## src/cpu_params.svh

```systemverilog
`ifndef CPU_PARAMS_SVH
`define CPU_PARAMS_SVH

// Datapath width and register file geometry.
`define CPU_DATA_W 32
`define CPU_REG_N 16
`define CPU_REG_AW 4

// Instruction word layout, bit positions inclusive.
`define CPU_OPC_HI 31
`define CPU_OPC_LO 28
`define CPU_IMMSEL_BIT 27
`define CPU_RD_HI 26
`define CPU_RD_LO 23
`define CPU_RS1_HI 22
`define CPU_RS1_LO 19
`define CPU_RS2_HI 18
`define CPU_RS2_LO 15
`define CPU_IMM_HI 14
`define CPU_IMM_LO 0

// Bit positions of the condition flags in the 32-bit flag word.
`define CPU_FLAG_Z 0
`define CPU_FLAG_N 1
`define CPU_FLAG_C 2
`define CPU_FLAG_V 3

`endif

```

## src/cpu_pkg.sv

```systemverilog
`default_nettype none

package cpu_pkg;

	// Instruction opcodes. Codes 4'hA to 4'hF are undefined and act as a NOP.
	typedef enum logic [3:0] {
		OP_NOP = 4'h0,
		OP_ADD = 4'h1,
		OP_SUB = 4'h2,
		OP_MUL = 4'h3,
		OP_SHL = 4'h4,
		OP_SHR = 4'h5,
		OP_ROR = 4'h6,
		OP_MOVA = 4'h7,
		OP_MOVB = 4'h8,
		OP_ADDP = 4'h9
	} opcodeE;

	// ALU control bytes.
	// Bit 4 picks the arithmetic group, bit 5 the shift group, and
	// bits 2 and 1 the operation inside a group. With neither group bit
	// set, bit 7 and bit 2 choose between A, B and A plus B.
	typedef enum logic [7:0] {
		ALU_PASSA = 8'h00,
		ALU_ADD = 8'h10,
		ALU_SUB = 8'h12,
		ALU_MUL = 8'h14,
		ALU_SHL = 8'h20,
		ALU_SHR = 8'h22,
		ALU_ROR = 8'h24,
		ALU_PASSB = 8'h80,
		ALU_PASSAB = 8'h84
	} aluOpE;

endpackage

`default_nettype wire

```

## src/cpu_alu.sv

```systemverilog
`default_nettype none
`timescale 1ns/1ps

`include "cpu_params.svh"

module cpu_alu (
	input logic [`CPU_DATA_W-1:0] a,
	input logic [`CPU_DATA_W-1:0] b,
	input cpu_pkg::aluOpE op,
	output logic [`CPU_DATA_W-1:0] out,
	output logic [`CPU_DATA_W-1:0] flags
);

	import cpu_pkg::*;

	// One extra bit on add and subtract keeps the carry and the borrow.
	logic [`CPU_DATA_W:0] sum;
	logic [`CPU_DATA_W:0] diff;
	logic [`CPU_DATA_W-1:0] prod;
	logic [2*`CPU_DATA_W-1:0] rotWide;
	logic [`CPU_DATA_W-1:0] rotateOut;
	logic [`CPU_DATA_W-1:0] arithOut;
	logic [`CPU_DATA_W-1:0] shiftOut;
	logic [`CPU_DATA_W-1:0] upperOut;
	logic [`CPU_DATA_W-1:0] passOut;
	logic signA;
	logic signB;

	assign sum = {1'b0, a} + {1'b0, b};
	assign diff = {1'b0, a} - {1'b0, b};
	assign prod = a * b;

	// Rotate right by the low five bits of b using a doubled copy of a.
	assign rotWide = {a, a} >> b[4:0];
	assign rotateOut = rotWide[`CPU_DATA_W-1:0];

	// First mux level: multiply, subtract or add.
	assign arithOut = op[2] ? prod : op[1] ? diff[`CPU_DATA_W-1:0] : sum[`CPU_DATA_W-1:0];

	// Shifts use the full b, so any amount above 31 clears the result.
	assign shiftOut = op[2] ? rotateOut : op[1] ? (a >> b) : (a << b);

	assign upperOut = op[4] ? arithOut : shiftOut;
	assign passOut = op[7] ? (op[2] ? sum[`CPU_DATA_W-1:0] : b) : a;

	// Second mux level.
	assign out = (op[4] || op[5]) ? upperOut : passOut;

	assign signA = a[`CPU_DATA_W-1];
	assign signB = b[`CPU_DATA_W-1];

	always_comb begin
		flags = '0;
		flags[`CPU_FLAG_Z] = (out == '0);
		flags[`CPU_FLAG_N] = out[`CPU_DATA_W-1];
		if (op == ALU_ADD) begin
			flags[`CPU_FLAG_C] = sum[`CPU_DATA_W];
			flags[`CPU_FLAG_V] = (signA == signB) && (sum[`CPU_DATA_W-1] != signA);
		end else if (op == ALU_SUB) begin
			// Carry means no borrow, so it is set when a >= b unsigned.
			flags[`CPU_FLAG_C] = ~diff[`CPU_DATA_W];
			flags[`CPU_FLAG_V] = (signA != signB) && (diff[`CPU_DATA_W-1] != signA);
		end
	end

endmodule

`default_nettype wire

```

## src/cpu_decoder.sv

```systemverilog
`default_nettype none
`timescale 1ns/1ps

`include "cpu_params.svh"

module cpu_decoder (
	input logic [`CPU_DATA_W-1:0] instr,
	output cpu_pkg::aluOpE aluOp,
	output logic [`CPU_REG_AW-1:0] rd,
	output logic [`CPU_REG_AW-1:0] rs1,
	output logic [`CPU_REG_AW-1:0] rs2,
	output logic [`CPU_DATA_W-1:0] imm,
	output logic immSel,
	output logic writeEn
);

	import cpu_pkg::*;

	localparam int immW = `CPU_IMM_HI - `CPU_IMM_LO + 1;

	opcodeE opcode;
	logic [immW-1:0] immField;

	assign opcode = opcodeE'(instr[`CPU_OPC_HI:`CPU_OPC_LO]);

	assign rd = instr[`CPU_RD_HI:`CPU_RD_LO];
	assign rs1 = instr[`CPU_RS1_HI:`CPU_RS1_LO];
	assign rs2 = instr[`CPU_RS2_HI:`CPU_RS2_LO];
	assign immSel = instr[`CPU_IMMSEL_BIT];

	assign immField = instr[`CPU_IMM_HI:`CPU_IMM_LO];
	assign imm = {{(`CPU_DATA_W-immW){immField[immW-1]}}, immField};

	always_comb begin
		aluOp = ALU_PASSA;
		writeEn = 1'b1;
		case (opcode)
			OP_ADD: begin
				aluOp = ALU_ADD;
			end
			OP_SUB: begin
				aluOp = ALU_SUB;
			end
			OP_MUL: begin
				aluOp = ALU_MUL;
			end
			OP_SHL: begin
				aluOp = ALU_SHL;
			end
			OP_SHR: begin
				aluOp = ALU_SHR;
			end
			OP_ROR: begin
				aluOp = ALU_ROR;
			end
			OP_MOVA: begin
				aluOp = ALU_PASSA;
			end
			OP_MOVB: begin
				aluOp = ALU_PASSB;
			end
			OP_ADDP: begin
				aluOp = ALU_PASSAB;
			end
			default: begin
				// NOP and the undefined codes never reach write-back.
				writeEn = 1'b0;
			end
		endcase
	end

endmodule

`default_nettype wire

```

## src/cpu_regfile.sv

```systemverilog
`default_nettype none
`timescale 1ns/1ps

`include "cpu_params.svh"

module cpu_regfile (
	input logic clk,
	input logic rstN,
	input logic [`CPU_REG_AW-1:0] readAddrA,
	input logic [`CPU_REG_AW-1:0] readAddrB,
	output logic [`CPU_DATA_W-1:0] readDataA,
	output logic [`CPU_DATA_W-1:0] readDataB,
	input logic [`CPU_REG_AW-1:0] dbgAddr,
	output logic [`CPU_DATA_W-1:0] dbgData,
	input logic writeEn,
	input logic [`CPU_REG_AW-1:0] writeAddr,
	input logic [`CPU_DATA_W-1:0] writeData
);

	logic [`CPU_DATA_W-1:0] regs [`CPU_REG_N];
	logic hitA;
	logic hitB;

	always_ff @(posedge clk) begin
		if (!rstN) begin
			for (int i = 0; i < `CPU_REG_N; i++) begin
				regs[i] <= '0;
			end
		end else if (writeEn && (writeAddr != '0)) begin
			regs[writeAddr] <= writeData;
		end
	end

	// A write in flight this cycle is returned straight to the readers.
	assign hitA = writeEn && (writeAddr == readAddrA);
	assign hitB = writeEn && (writeAddr == readAddrB);

	assign readDataA = (readAddrA == '0) ? '0 : hitA ? writeData : regs[readAddrA];
	assign readDataB = (readAddrB == '0) ? '0 : hitB ? writeData : regs[readAddrB];

	// The debug port sees only what is already stored.
	assign dbgData = (dbgAddr == '0) ? '0 : regs[dbgAddr];

endmodule

`default_nettype wire

```

## src/cpu_core.sv

```systemverilog
`default_nettype none
`timescale 1ns/1ps

`include "cpu_params.svh"

module cpu_core (
	input logic clk,
	input logic rstN,
	input logic instrValid,
	input logic [`CPU_DATA_W-1:0] instr,
	output logic resultValid,
	output logic [`CPU_REG_AW-1:0] resultReg,
	output logic [`CPU_DATA_W-1:0] result,
	output logic [`CPU_DATA_W-1:0] flags,
	input logic [`CPU_REG_AW-1:0] dbgAddr,
	output logic [`CPU_DATA_W-1:0] dbgData
);

	import cpu_pkg::*;

	// Decoder outputs for the incoming word.
	aluOpE decAluOp;
	logic [`CPU_REG_AW-1:0] decRd;
	logic [`CPU_REG_AW-1:0] decRs1;
	logic [`CPU_REG_AW-1:0] decRs2;
	logic [`CPU_DATA_W-1:0] decImm;
	logic decImmSel;
	logic decWriteEn;

	logic [`CPU_DATA_W-1:0] readDataA;
	logic [`CPU_DATA_W-1:0] readDataB;
	logic [`CPU_DATA_W-1:0] operandBNext;

	// Stage 1 registers.
	logic s1Valid;
	logic [`CPU_DATA_W-1:0] operandA;
	logic [`CPU_DATA_W-1:0] operandB;
	aluOpE s1AluOp;
	logic [`CPU_REG_AW-1:0] s1Rd;

	logic [`CPU_DATA_W-1:0] aluOut;
	logic [`CPU_DATA_W-1:0] aluFlags;

	cpu_decoder decoder (
		.instr(instr),
		.aluOp(decAluOp),
		.rd(decRd),
		.rs1(decRs1),
		.rs2(decRs2),
		.imm(decImm),
		.immSel(decImmSel),
		.writeEn(decWriteEn)
	);

	// The write port carries the stage 2 result, so a dependent
	// instruction issued right behind it reads the new value.
	cpu_regfile regfile (
		.clk(clk),
		.rstN(rstN),
		.readAddrA(decRs1),
		.readAddrB(decRs2),
		.readDataA(readDataA),
		.readDataB(readDataB),
		.dbgAddr(dbgAddr),
		.dbgData(dbgData),
		.writeEn(s1Valid),
		.writeAddr(s1Rd),
		.writeData(aluOut)
	);

	cpu_alu alu (
		.a(operandA),
		.b(operandB),
		.op(s1AluOp),
		.out(aluOut),
		.flags(aluFlags)
	);

	assign operandBNext = decImmSel ? decImm : readDataB;

	// Stage 1 holds the operands and control for one instruction.
	always_ff @(posedge clk) begin
		if (!rstN) begin
			s1Valid <= 1'b0;
		end else begin
			s1Valid <= instrValid && decWriteEn;
		end
	end

	always_ff @(posedge clk) begin
		if (instrValid) begin
			operandA <= readDataA;
			operandB <= operandBNext;
			s1AluOp <= decAluOp;
			s1Rd <= decRd;
		end
	end

	// Stage 2 latches the ALU result and flags and pulses resultValid.
	always_ff @(posedge clk) begin
		if (!rstN) begin
			resultValid <= 1'b0;
			resultReg <= '0;
			result <= '0;
			flags <= '0;
		end else begin
			resultValid <= s1Valid;
			if (s1Valid) begin
				resultReg <= s1Rd;
				result <= aluOut;
				flags <= aluFlags;
			end
		end
	end

endmodule

`default_nettype wire

```

## config.mk

```make
export PLATFORM = sky130hd
export DESIGN_NAME = cpu_core
export DESIGN_NICKNAME = d
export VERILOG_FILES = /design/src/cpu_pkg.sv /design/src/cpu_alu.sv /design/src/cpu_decoder.sv /design/src/cpu_regfile.sv /design/src/cpu_core.sv
export VERILOG_INCLUDE_DIRS = /design/src
export SDC_FILE = /design/constraint.sdc
export NUM_CORES = 2
export LEC_CHECK = 0
export ABC_AREA = 1
export ABC_CLOCK_PERIOD_IN_PS = 10600
export BUFFER_PORTS_ARGS = -buffer_cell sky130_fd_sc_hd__buf_2
export CORE_ASPECT_RATIO = 1.75
export CORE_UTILIZATION = 50
export DETAILED_ROUTE_END_ITERATION = 12
export PLACE_DENSITY_LB_ADDON = 0.3
export REMOVE_ABC_BUFFERS = 1
export SKIP_LAST_GASP = 1
export SYNTH_ARGS = -nofsm -noshare
export SYNTH_HDL_FRONTEND = slang
export SYNTH_SLANG_ARGS = --single-unit
```

## constraint.sdc

```tcl
create_clock -name clk -period 10.6 [get_ports clk]
set_input_delay 2.12 -clock clk [delete_from_list [all_inputs] [get_ports clk]]
set_output_delay 2.12 -clock clk [all_outputs]
set_load 0.005 [all_outputs]
```

==> impl_metrics.ini <==
[status]
outcome = complete, no violations

[logic_synthesis]
syn_area_per_cell_um2 = 7.08
ys_async_sr_fraction_pct = 0
synth_ff_type = edfxtp_1
ys_warn_count = 0
netlist_instances = 9052
synth.cell_area_um2 = 64100
synth_cell_type_count = 70
yosysSeqAreaShare_pct = 28.7
ys_ff_latch = 626
synth_edf_count = 585

[cells_and_area]
fin_nets = 9436
utilization_pct = 53.4
fill_cells = 12400
layout_commonest_cell = nand2_1
drive_gt1_share_pct = 6.52
final_area_um2 = 67900
syn2layout_area_growth_pct = 5.90
layout_common_cells = nand2_1, inv_1, o21ai_0

[placed_design]
dp_hpwl_um = 214000
dpl_cell_area_um2 = 65800
io_buffer_count = 111
gp_congestion = 1.06

[floorplanning]
core_um2 = 127000
io-pin-count = 140
initial_core_util_pct = 50.4
die_y_um = 476
die-width_um = 273
dieArea_um2 = 130000
core.rowCount = 173

[clocking]
htree_num_levels = 2
cts-root-buf = clkbuf_16
cts_resized = 0
ctsLongestPathBuffers = 3
post_cts_buffers = 0
cts_tree = done
clk_pin_slew_ns = 0.08
cts_buffers = 60
cts.sinks = 626
cts-hold-fix-buffers = 0
worst_skew_pair.late_latency_ns = 0.75

[timing]
finalCritPeriodShare_pct = 84.1
hold_violations = 0
slew_headroom_pct = 17.6
fin_skew_ns = 0.102
max_slew.worst_pin.slew_ns = 1.23
fmax_ghz = 0.112
drv_slew = 0
rsz0062_at_grt = false
tns_ns = 0
setup_violations = 0
period_minus_slack_ns = 8.92

[global_route]
grt_pass1_wl_um = 439000
gr-usage-all-layers_pct = 47.2
antenna_found_initial = 23
grt_max_degree = 166
grt_pass1_vias = 65600
grt-ovfl-total = 0

[detailed_routing]
post_drt_wl_per_cell_um = 29.5
drtIter0Drc = 10300
remaining_drc_errors = 0
ant_nets = 0
route.vias.total = 67800
drtPass1Iterations = 9
wl_um = 311000
via_per_inst = 6.44

[job]
max_cap_violations = 0

[critical_path]
endpoint_kind = register
crit_path_frequent_cell = fa_1
cp-start-kind = register
worst-endpoint-arrival_ns = 9.53
cp.required_ns = 11.21
slowest_delay_ns = 0.92
slowest_stage = edfxtp_1
crit_type = reg -> reg
critical_path.max_fanout = 19

[worst_hold_path]
hp-class = reg -> reg
-- cells by family after synthesis --
kind of cell | after synthesis | share of synthesized area, %
AO/OA/AOI/OAI | 2345 | 20.0
XOR/XNOR | 38 | 0.519
AND/OR/NAND/NOR | 3307 | 21.2
buffers and inverters | 2133 | 13.0
flip-flops | 626 | 28.7
multiplexers | 5 | 0.0781
adder cells (fa/ha/maj) | 597 | 16.5
other | 1 | 0.00585
-- state kept, by name, summed over array words and instances, names as in the netlist --
register      flops
operandB         32
result           31
flags             4
s1Valid           1
resultValid       1
regfile.regs    512
resultReg         4
operandA         32
s1Rd              4
s1AluOp           5
-- through the flow --
step,instances,hold WS (ns),worst slack [ns]
after floorplan,8431,0.462,2.50
after global placement,10400,0.455,1.89
after detailed placement,10400,0.466,1.83
after CTS,10500,0.483,1.71
after global routing,10500,0.510,1.41
final,10500,0.483,1.68
-- cells in the mapped netlist (40+ instances only) --
| master | number | area [um2] |
|---|---|---|
| nand2_1 | 1897 | 7120 |
| inv_1 | 1408 | 5290 |
| o21ai_0 | 987 | 4940 |
| a21oi_1 | 900 | 4500 |
| nor2_1 | 682 | 2560 |
| edfxtp_1 | 585 | 17600 |
| nand3_1 | 564 | 2820 |
| clkbuf_1 | 438 | 1640 |
| fa_1 | 410 | 8210 |
| ha_1 | 187 | 2340 |
| o211ai_1 | 109 | 818 |
| buf_1 | 99 | 372 |
| buf_2 | 96 | 480 |
| o21ai_1 | 74 | 370 |
| a31oi_1 | 65 | 407 |
| nand4_1 | 48 | 300 |
| dfxtp_1 | 41 | 821 |
| inv_2 | 40 | 150 |
-- final timing paths --
check | start | to | slack, ns | depth (start not counted)
min | resultReg[0]$_SDFFE_PN0P_ | resultReg[0]$_SDFFE_PN0P_ | 0.48 | 2
min reg2reg | resultReg[0]$_SDFFE_PN0P_ | resultReg[0]$_SDFFE_PN0P_ | 0.48 | 2
max | operandA[5]$_SDFFCE_PN0P_ | flags[0]$_SDFFE_PN0P_ | 1.68 | 28
max reg2reg | operandA[5]$_SDFFCE_PN0P_ | flags[0]$_SDFFE_PN0P_ | 1.68 | 28
-- per-layer routing --
layer  vias to the layer above  part of all wire (%)  GRT usage (%)
met5                         -                 0.053          0.150
met4                        24                    13           49.8
met3                      1984                    12           13.4
met2                      5396                    45           75.2
met1                     31500                    30           48.0
li1                      28900                     -              -
-- layout make-up --
cell class              count  area, um2  area share (%)
well taps                1662       2080            3.06
clock buffers              73       1600            2.36
repair buffers            307       2150            3.17
diodes                      8       20.0          0.0295
flip-flops and latches    626      18400            27.1
clock inverters            40        467           0.687
inverters                1453       5480            8.07
multi-input cells        6352      37700            55.5
-- worst max-delay path: cells and delay by family (launching register included) --
family	cells	cell delay, ns
compound gates	1	0.15
fa+ha+maj	9	4.41
simple gates	13	2.54
xor+xnor	1	0.17
buf+inv	4	0.55
flops	1	0.92
Power is not shown: default switching activity piles up to over one toggle a cycle in this logic, so the estimate is an artifact.
